--- config.mk ---
export PLATFORM = sky130hd
export DESIGN_NAME = mwport_buffer_top
export DESIGN_NICKNAME = d
export VERILOG_FILES = /design/src/rtl/buf_cfg_pkg.sv /design/src/rtl/buf_types_pkg.sv /design/src/rtl/bank_sram.sv /design/src/rtl/bank_slice.sv /design/src/rtl/write_dispatch.sv /design/src/rtl/read_collect.sv /design/src/rtl/mwport_buffer_top.sv
export SDC_FILE = /design/constraint.sdc
export NUM_CORES = 2
export LEC_CHECK = 0
export BUFFER_PORTS_ARGS = -buffer_cell sky130_fd_sc_hd__buf_2
export CAP_MARGIN = 20
export CORE_ASPECT_RATIO = 1.4
export CORE_MARGIN = 4
export CORE_UTILIZATION = 42
export CTS_CLUSTER_SIZE = 16
export DETAILED_ROUTE_END_ITERATION = 8
export GPL_TIMING_DRIVEN = 0
export PLACE_DENSITY_LB_ADDON = 0.08
export SLEW_MARGIN = 20
export SYNTH_ARGS = -nofsm -noshare
export SYNTH_HDL_FRONTEND = slang
export SYNTH_SLANG_ARGS = --single-unit
--- constraint.sdc ---
create_clock -name clk -period 8.5 [get_ports clk]
set_clock_uncertainty 0.15 [all_clocks]
set_input_delay 1.275 -clock clk [delete_from_list [all_inputs] [get_ports clk]]
set_output_delay 1.275 -clock clk [all_outputs]
set_load 0.02 [all_outputs]
--- src/rtl/buf_cfg_pkg.sv ---
`default_nettype none

package buf_cfg_pkg;

  // ****************************************
  // port and bank counts
  // ****************************************
  localparam int NUM_WR_PORTS = 4;
  localparam int NUM_BANKS    = 6;
  localparam int BANK_BITS    = 3;

  // rows per bank, each row holds one word
  localparam int NUM_ROWS     = 16;
  localparam int ROW_BITS     = 4;

  // ****************************************
  // word and address layout
  // ****************************************
  localparam int DATA_WIDTH   = 32;

  // address is {bank, row}
  localparam int ADDR_BITS    = BANK_BITS + ROW_BITS;

  // bank slice register plus collector register
  localparam int RD_LATENCY   = 2;

endpackage

`default_nettype wire

--- src/rtl/buf_types_pkg.sv ---
`default_nettype none

package buf_types_pkg;

  // ****************************************
  // write side, one per port
  // ****************************************
  typedef struct packed {
    logic                                write;
    logic [buf_cfg_pkg::DATA_WIDTH-1:0]  din;
  } wr_req_t;

  // ****************************************
  // dispatcher to bank slice
  // ****************************************
  typedef struct packed {
    // read strobe and optional dequeue of the read row
    logic                                read;
    logic                                deq;
    logic [buf_cfg_pkg::ROW_BITS-1:0]    rd_row;
    // write goes to the row on top of the free stack
    logic                                write;
    logic [buf_cfg_pkg::DATA_WIDTH-1:0]  din;
  } bank_cmd_t;

  // ****************************************
  // bank slice to read collector
  // ****************************************
  typedef struct packed {
    logic                                vld;
    logic [buf_cfg_pkg::DATA_WIDTH-1:0]  data;
  } bank_rsp_t;

endpackage

`default_nettype wire

--- src/rtl/bank_sram.sv ---
`timescale 1ns/1ps
`default_nettype none

// register file, one write port and one async read port
module bank_sram #(
  parameter type item_t = logic [31:0],
  parameter int  DEPTH  = 16
) (
  input  logic                     clk,
  input  logic                     we,
  input  logic [$clog2(DEPTH)-1:0] waddr,
  input  item_t                    wdata,
  input  logic [$clog2(DEPTH)-1:0] raddr,
  output item_t                    rdata
);

  item_t mem [DEPTH];

  always_ff @(posedge clk) begin
    if (we) begin
      mem[waddr] <= wdata;
    end
  end

  // read sees the old value during a same-cycle write
  assign rdata = mem[raddr];

endmodule

`default_nettype wire

--- src/rtl/bank_slice.sv ---
`timescale 1ns/1ps
`default_nettype none

module bank_slice (
  input  logic                                clk,
  input  logic                                rst,
  input  buf_types_pkg::bank_cmd_t            cmd,
  output logic                                has_free,
  output logic [buf_cfg_pkg::ROW_BITS-1:0]    free_row,
  output logic                                init_done,
  output buf_types_pkg::bank_rsp_t            rsp
);

  // sp counts entries, top of stack sits at sp-1
  logic [buf_cfg_pkg::ROW_BITS:0]       sp;
  logic [buf_cfg_pkg::ROW_BITS-1:0]     init_cnt;
  logic                                 push;
  logic                                 pop;
  logic                                 stk_we;
  logic [buf_cfg_pkg::ROW_BITS-1:0]     stk_waddr;
  logic [buf_cfg_pkg::ROW_BITS-1:0]     stk_wdata;
  logic [buf_cfg_pkg::ROW_BITS-1:0]     stk_raddr;
  logic [buf_cfg_pkg::DATA_WIDTH-1:0]   rd_data;

  assign pop  = cmd.write;
  assign push = cmd.read && cmd.deq && init_done;

  // ****************************************
  // free-row stack
  // ****************************************
  // init fills from the bottom with the highest row, so row 0 ends on top
  assign stk_we    = !init_done || push;
  assign stk_waddr = init_done ? sp[buf_cfg_pkg::ROW_BITS-1:0] : init_cnt;
  assign stk_wdata = init_done ? cmd.rd_row
                               : buf_cfg_pkg::ROW_BITS'(buf_cfg_pkg::NUM_ROWS - 1) - init_cnt;
  assign stk_raddr = sp[buf_cfg_pkg::ROW_BITS-1:0] - 1'b1;

  bank_sram #(
    .item_t (logic [buf_cfg_pkg::ROW_BITS-1:0]),
    .DEPTH  (buf_cfg_pkg::NUM_ROWS)
  ) u_stack (
    .clk   (clk),
    .we    (stk_we),
    .waddr (stk_waddr),
    .wdata (stk_wdata),
    .raddr (stk_raddr),
    .rdata (free_row)
  );

  assign has_free = (sp != '0);

  always_ff @(posedge clk) begin
    if (rst) begin
      sp        <= '0;
      init_cnt  <= '0;
      init_done <= 1'b0;
    end else if (!init_done) begin
      init_cnt <= init_cnt + 1'b1;
      if (init_cnt == buf_cfg_pkg::ROW_BITS'(buf_cfg_pkg::NUM_ROWS - 1)) begin
        init_done <= 1'b1;
        sp        <= (buf_cfg_pkg::ROW_BITS + 1)'(buf_cfg_pkg::NUM_ROWS);
      end
    end else if (push) begin
      sp <= sp + 1'b1;
    end else if (pop) begin
      sp <= sp - 1'b1;
    end
  end

  // ****************************************
  // data array and read register
  // ****************************************
  bank_sram #(
    .item_t (logic [buf_cfg_pkg::DATA_WIDTH-1:0]),
    .DEPTH  (buf_cfg_pkg::NUM_ROWS)
  ) u_data (
    .clk   (clk),
    .we    (cmd.write),
    .waddr (free_row),
    .wdata (cmd.din),
    .raddr (cmd.rd_row),
    .rdata (rd_data)
  );

  always_ff @(posedge clk) begin
    rsp.data <= rd_data;
    if (rst) begin
      rsp.vld <= 1'b0;
    end else begin
      rsp.vld <= cmd.read;
    end
  end

  // dispatcher must respect the stack state and the read bank rule
  a_no_pop_empty: assert property (@(posedge clk) disable iff (rst)
    pop |-> sp != '0);
  a_no_push_full: assert property (@(posedge clk) disable iff (rst)
    push |-> sp != (buf_cfg_pkg::ROW_BITS + 1)'(buf_cfg_pkg::NUM_ROWS));
  a_no_rd_wr: assert property (@(posedge clk) disable iff (rst)
    !(cmd.read && cmd.write));

endmodule

`default_nettype wire

--- src/rtl/write_dispatch.sv ---
`timescale 1ns/1ps
`default_nettype none

module write_dispatch (
  input  logic                                                  clk,
  input  logic                                                  rst,
  input  buf_types_pkg::wr_req_t [buf_cfg_pkg::NUM_WR_PORTS-1:0] wr_req,
  input  logic                                                  read,
  input  logic                                                  rd_deq,
  input  logic [buf_cfg_pkg::ADDR_BITS-1:0]                     rd_adr,
  input  logic [buf_cfg_pkg::NUM_BANKS-1:0]                     has_free,
  input  logic [buf_cfg_pkg::NUM_BANKS-1:0][buf_cfg_pkg::ROW_BITS-1:0] free_row,
  input  logic [buf_cfg_pkg::NUM_BANKS-1:0]                     init_done,
  output buf_types_pkg::bank_cmd_t [buf_cfg_pkg::NUM_BANKS-1:0] bank_cmd,
  output logic [buf_cfg_pkg::NUM_WR_PORTS-1:0][buf_cfg_pkg::ADDR_BITS-1:0] wr_adr,
  output logic                                                  wr_bp,
  output logic                                                  ready
);

  logic [buf_cfg_pkg::BANK_BITS-1:0]    rd_bank;
  logic [buf_cfg_pkg::ROW_BITS-1:0]     rd_row;
  logic [buf_cfg_pkg::BANK_BITS:0]      n_free;
  logic [buf_cfg_pkg::NUM_BANKS-1:0]    taken;
  logic [buf_cfg_pkg::NUM_WR_PORTS-1:0] wr_want;

  assign rd_bank = rd_adr[buf_cfg_pkg::ADDR_BITS-1 -: buf_cfg_pkg::BANK_BITS];
  assign rd_row  = rd_adr[buf_cfg_pkg::ROW_BITS-1:0];

  // ****************************************
  // ready and back-pressure
  // ****************************************
  always_comb begin
    n_free = '0;
    for (int b = 0; b < buf_cfg_pkg::NUM_BANKS; b++) begin
      n_free = n_free + has_free[b];
    end
  end

  assign ready = &init_done;

  // one bank may be busy with the read and every port still needs its own bank
  assign wr_bp = !ready || (n_free < buf_cfg_pkg::NUM_WR_PORTS + 1);

  // ****************************************
  // read routing and write assignment
  // ****************************************
  always_comb begin
    logic found;
    taken  = '0;
    wr_adr = '0;
    for (int b = 0; b < buf_cfg_pkg::NUM_BANKS; b++) begin
      bank_cmd[b].read   = read && (rd_bank == buf_cfg_pkg::BANK_BITS'(b));
      bank_cmd[b].deq    = rd_deq;
      bank_cmd[b].rd_row = rd_row;
      bank_cmd[b].write  = 1'b0;
      bank_cmd[b].din    = '0;
    end
    // in port order each port takes the lowest bank still open
    for (int p = 0; p < buf_cfg_pkg::NUM_WR_PORTS; p++) begin
      found = 1'b0;
      if (wr_req[p].write && !wr_bp) begin
        for (int b = 0; b < buf_cfg_pkg::NUM_BANKS; b++) begin
          if (!found && has_free[b] && !bank_cmd[b].read && !taken[b]) begin
            found             = 1'b1;
            taken[b]          = 1'b1;
            bank_cmd[b].write = 1'b1;
            bank_cmd[b].din   = wr_req[p].din;
            wr_adr[p]         = {buf_cfg_pkg::BANK_BITS'(b), free_row[b]};
          end
        end
      end
    end
  end

  always_comb begin
    for (int p = 0; p < buf_cfg_pkg::NUM_WR_PORTS; p++) begin
      wr_want[p] = wr_req[p].write;
    end
  end

  a_rd_bank_range: assert property (@(posedge clk) disable iff (rst)
    read |-> rd_bank < buf_cfg_pkg::NUM_BANKS);
  // no bank is taken under back-pressure and every write finds a bank without it
  a_no_wr_under_bp: assert property (@(posedge clk) disable iff (rst)
    $countones(taken) == (wr_bp ? 0 : $countones(wr_want)));

endmodule

`default_nettype wire

--- src/rtl/read_collect.sv ---
`timescale 1ns/1ps
`default_nettype none

module read_collect (
  input  logic                                                  clk,
  input  logic                                                  rst,
  input  buf_types_pkg::bank_rsp_t [buf_cfg_pkg::NUM_BANKS-1:0] rsp,
  output logic                                                  rd_vld,
  output logic [buf_cfg_pkg::DATA_WIDTH-1:0]                    rd_dout
);

  logic [buf_cfg_pkg::NUM_BANKS-1:0]   vld_vec;
  logic [buf_cfg_pkg::DATA_WIDTH-1:0]  dout_mux;

  // only the read bank answers, so an OR of gated data is enough
  always_comb begin
    dout_mux = '0;
    for (int b = 0; b < buf_cfg_pkg::NUM_BANKS; b++) begin
      vld_vec[b] = rsp[b].vld;
      if (rsp[b].vld) begin
        dout_mux = dout_mux | rsp[b].data;
      end
    end
  end

  always_ff @(posedge clk) begin
    rd_dout <= dout_mux;
    if (rst) begin
      rd_vld <= 1'b0;
    end else begin
      rd_vld <= |vld_vec;
    end
  end

  a_one_rsp: assert property (@(posedge clk) disable iff (rst)
    $onehot0(vld_vec));

endmodule

`default_nettype wire

--- src/rtl/mwport_buffer_top.sv ---
`timescale 1ns/1ps
`default_nettype none

module mwport_buffer_top (
  input  logic                                                  clk,
  input  logic                                                  rst,
  input  buf_types_pkg::wr_req_t [buf_cfg_pkg::NUM_WR_PORTS-1:0] wr_req,
  output logic [buf_cfg_pkg::NUM_WR_PORTS-1:0][buf_cfg_pkg::ADDR_BITS-1:0] wr_adr,
  output logic                                                  wr_bp,
  input  logic                                                  read,
  input  logic                                                  rd_deq,
  input  logic [buf_cfg_pkg::ADDR_BITS-1:0]                     rd_adr,
  output logic                                                  rd_vld,
  output logic [buf_cfg_pkg::DATA_WIDTH-1:0]                    rd_dout,
  output logic                                                  ready
);

  buf_types_pkg::bank_cmd_t [buf_cfg_pkg::NUM_BANKS-1:0]        bank_cmd;
  buf_types_pkg::bank_rsp_t [buf_cfg_pkg::NUM_BANKS-1:0]        bank_rsp;
  logic [buf_cfg_pkg::NUM_BANKS-1:0]                            has_free;
  logic [buf_cfg_pkg::NUM_BANKS-1:0][buf_cfg_pkg::ROW_BITS-1:0] free_row;
  logic [buf_cfg_pkg::NUM_BANKS-1:0]                            init_done;

  write_dispatch u_dispatch (
    .clk       (clk),
    .rst       (rst),
    .wr_req    (wr_req),
    .read      (read),
    .rd_deq    (rd_deq),
    .rd_adr    (rd_adr),
    .has_free  (has_free),
    .free_row  (free_row),
    .init_done (init_done),
    .bank_cmd  (bank_cmd),
    .wr_adr    (wr_adr),
    .wr_bp     (wr_bp),
    .ready     (ready)
  );

  // ****************************************
  // bank slices
  // ****************************************
  for (genvar b = 0; b < buf_cfg_pkg::NUM_BANKS; b++) begin : g_bank
    bank_slice u_slice (
      .clk       (clk),
      .rst       (rst),
      .cmd       (bank_cmd[b]),
      .has_free  (has_free[b]),
      .free_row  (free_row[b]),
      .init_done (init_done[b]),
      .rsp       (bank_rsp[b])
    );
  end

  read_collect u_collect (
    .clk     (clk),
    .rst     (rst),
    .rsp     (bank_rsp),
    .rd_vld  (rd_vld),
    .rd_dout (rd_dout)
  );

endmodule

`default_nettype wire

==> reports/qor.txt <==
die footprint: 360200 µm²
Yosys reg bits: 3747
maxcap violations: 0
fmax: 118.4 MHz
VDD IR max: 0.1849 mV
Final Hold Fails: 0
WL final: 527.5 mm
top-count cell post-synth: edfxtp_1
r2r worst-path depth: 17
Hold Startpoint: g_bank[3].u_slice.sp[4]
ys async rst share: 0
total global-route track usage: 0.2909
Synth Flop Type: edfxtp_1
Critical Path Start Type: register
RePlAce Congestion: 0.9796
CTS tree: yes
final core utilization: 0.4980
synthesized cell area: 147200 µm²
Slowest-stage cell, CP: fa_1
crit-path leading delay family: buffers and inverters
Worst R2R End: g_bank[1].u_slice.u_data.mem[12][11]
number of vias per cell: 6.159
RSZ-0062 raised after global routing: no
num rows: 257
FILL cells: 28560
CTS sink cnt: 3747
nets: 8312
Syn Area/Cell: 20.48 µm²
top cell type's share of synthesized area: 0.7049
DRC errors left: 1
Max clock buf depth: 4
Int Power: 29.66 mW
Synthesis Warnings: 0
list of most frequent post-synthesis cells: edfxtp_1, mux4_2, nor2_1
Area after DPL: 161400 µm²
min cycle time layout: 8.448 ns
IO Port Bufs: 200
largest net degree at the start of global routing: 19
Slew headroom: 0.1532
IO Count: 206
Num CTS Buffers: 369
worst reg-to-reg setup slack: 0.64 ns
Critical Path AT: 7.02 ns
depth of the worst hold-timing path: 2
sw frac: 0.2113
Die Y: 708.6 µm
core outline area: 349500 µm²
final HPWL from detailed placement: 383.4 mm
clock slew at reported path FFs: 0.07 ns
worst hold endpoint: g_bank[3].u_slice.sp[4]
syn nets: 7378
grt ovf: 0
fin. max-slew vios: 0
via count: 81070
HP Class: register to register
crit path max fanout: 10
Area Growth Syn to Fin: 18.22%
final instance area: 174100 µm²
CP required: 7.07 ns
vias in the first global route: 81480
pwr/cell area: 216.0 nW/µm²
hold_buf cts: 0
first-pass GRT wire length: 706.9 mm
EDFF count, synth: 3456
Leak: 53.30 nW
largest area contributor in the netlist: edfxtp_1
Reg power frac: 0.533
outcome: complete, but fails checks
Worst Path Buf+Inv: 8
combinational power share: 0.032
Routed WL per cell: 40.08 µm
Final ANT Viol Nets: 0
Critical Path, Cell by Cell: clkbuf_1 -> clkbuf_4 -> inv_1 -> ha_1 -> nand4b_1 -> fa_1 -> inv_1 -> fa_1 -> fa_2 -> a21o_4 -> nor4_4 -> buf_4 -> clkbuf_2 -> clkbuf_2 -> nand3_1 -> o21ai_0 -> a21boi_1 -> a31oi_1 -> buf_2
first-pass detailed-route iteration total: 9
share of layout cells above drive strength 1: 0.3017
Period Utilization, post-route: 0.9939
initial antenna violation count: 108
RR Startpoint: g_bank[4].u_slice.sp[0]
root buf cell: clkbuf_16
synth unique cells: 97
WS Path Type: register to output pin
Clk pwr share: 0.436
DIE WIDTH: 508.4 µm
initial DRC count: 9901
Slew @ Worst Pin: 1.264 ns
Setup violations, final: 0
Net Switching: 7.943 mW
Post-Syn Instances: 7189
htree depth: 5
Initial Utilization: 0.4212
Synth area leaders: edfxtp_1, mux4_2, dfxtp_1
clk_lat worst skew: 0.94 ns
failing checks: design-rule violations
crit path capture type: output pin
Seq/Total Area, Yosys: 0.7444
slowest stage delay, CP: 0.61 ns
cells in the final DEF, fill, tap and decap left out, types with 35 or more instances in the layout:
| master | Yosys | layout |
|---|---|---|
| nor2_4 | 0 | 99 |
| a31oi_1 | 51 | 50 |
| nand3_1 | 54 | 53 |
| clkinv_1 | 0 | 58 |
| buf_12 | 0 | 87 |
| buf_1 | 88 | 35 |
| nor3_1 | 45 | 41 |
| o21ai_0 | 203 | 155 |
| a22oi_1 | 166 | 166 |
| buf_6 | 7 | 38 |
| clkbuf_8 | 0 | 41 |
| nor2_1 | 364 | 262 |
| clkbuf_16 | 0 | 379 |
| buf_4 | 2 | 111 |
| nand2_1 | 314 | 313 |
| a21oi_1 | 96 | 92 |
| buf_16 | 0 | 125 |
| mux4_2 | 1075 | 1075 |
| diode_2 | 0 | 71 |
| dfxtp_1 | 291 | 289 |
| clkbuf_1 | 297 | 317 |
| clkinv_2 | 0 | 56 |
| a221o_1 | 128 | 128 |
| o211ai_1 | 38 | 38 |
| edfxtp_1 | 3456 | 3456 |
| clkbuf_2 | 1 | 76 |
| xnor2_1 | 35 | 35 |
| inv_1 | 52 | 49 |
| ha_1 | 37 | 37 |
| buf_2 | 32 | 264 |
worst reg2reg max path: stages, from the launching register on:
cell and delay, ns:
dfxtp_1 0.29, clkbuf_1 0.21, clkbuf_4 0.28, inv_1 0.22, ha_1 0.22, nand4b_1 0.29, fa_1 0.61, inv_1 0.06
fa_1 0.44, fa_2 0.47, a21o_4 0.28, nor4_4 0.36, buf_4 0.22, clkbuf_2 0.56, clkbuf_1 0.84, nand2_1 0.79
o21ai_0 0.38, a221o_1 0.77
final cells by class:
cell class	count	area (µm²)	area share
repair buffers	571	7650	0.04395
diodes	71	177.7	0.001021
inverters	55	210.2	0.001208
plain buffers	419	1846	0.01060
flip-flops and latches	3747	109600	0.6297
clock buffers	510	10390	0.05968
clock inverters	168	1559	0.008957
multi-input cells	2960	36780	0.2113
well taps	4662	5833	0.03351
power groups by stage:
stage | logic [mW] | clock network, mW | registers, mW
floorplan | 0.559 | 0 | 20.4
global placement | 1.13 | 0 | 20.4
CTS | 1.18 | 16.7 | 20.0
detailed placement | 1.18 | 0 | 20.4
global route | 1.22 | 17.4 | 20.0
finish | 1.19 | 16.4 | 20.0
how the worst max path moves through the flow:
stage,to,depth (start not counted),slack [ns],from
final,wr_adr[17],19,0.05,g_bank[4].u_slice.sp[0]
after detailed placement,wr_adr[19],23,-1.24,g_bank[1].u_slice.sp[0]
after global placement,g_bank[4].u_slice.u_data.mem[5][14],19,-3.36,g_bank[1].u_slice.sp[0]
after floorplan,g_bank[2].u_slice.u_data.mem[0][0],19,1.16,g_bank[1].u_slice.sp[0]
after global routing,wr_adr[27],22,0.003,g_bank[4].u_slice.sp[0]
after CTS,wr_adr[19],22,-0.004,g_bank[1].u_slice.sp[0]
kinds of logic (layout without fill, tap and decap cells):
family / count (synthesis) / count (layout) / synth area share
compound gates: 808 / 808 / 0.03884
xor+xnor: 51 / 51 / 0.003034
fa+ha+maj: 49 / 49 / 0.004572
buf+inv: 482 / 1723 / 0.01298
flops: 3747 / 3747 / 0.7444
mux: 1110 / 1110 / 0.1669
other cells: 0 / 71 / 0
simple gates: 942 / 942 / 0.02928
state kept, by name, summed over array words and instances, names as in the netlist:
signal                      count
g_bank.u_slice.rsp            198
g_bank.u_slice.init_cnt        24
g_bank.u_slice.sp              30
g_bank.u_slice.init_done        6
g_bank.u_slice.u_data.mem    3072
u_collect.rd_vld                1
g_bank.u_slice.u_stack.mem    384
u_collect.rd_dout              32
stage by stage:
stage	setup TNS (ns)	hold slack (ns)	power (mW)	std cells	setup slack [ns]
6_report	0	0.3578	37.60	13160	0.05178
5_1_grt	0	0.3582	38.66	13120	0.003179
4_1_cts	-0.004189	0.3615	37.87	13090	-0.004189
3_5_place_dp	-959.26	0.3517	21.60	12390	-1.245
3_3_place_gp	-	0.3484	21.54	12050	-3.357
2_1_floorplan	0	0.2716	20.92	7189	1.162
metal layers:
layer  vias to the layer above  part of all wire  GRT usage
met4                        50             0.055     0.1347
met1                     43930              0.37     0.3600
met3                       990             0.096    0.09379
met2                      3988              0.48     0.4660
met5                         -           0.00059          0
li1                      32110                 -          -
what timing repair did:
| action | CTS | global route |
|---|---|---|
| pin swaps | 10 | 6 |
| setup endpoints to repair | 3759 | 20 |
| buffers inserted | 27 | 3 |
| gates resized for setup | 57 | 31 |
No activity file was read; power rests on OpenSTA's default activity.
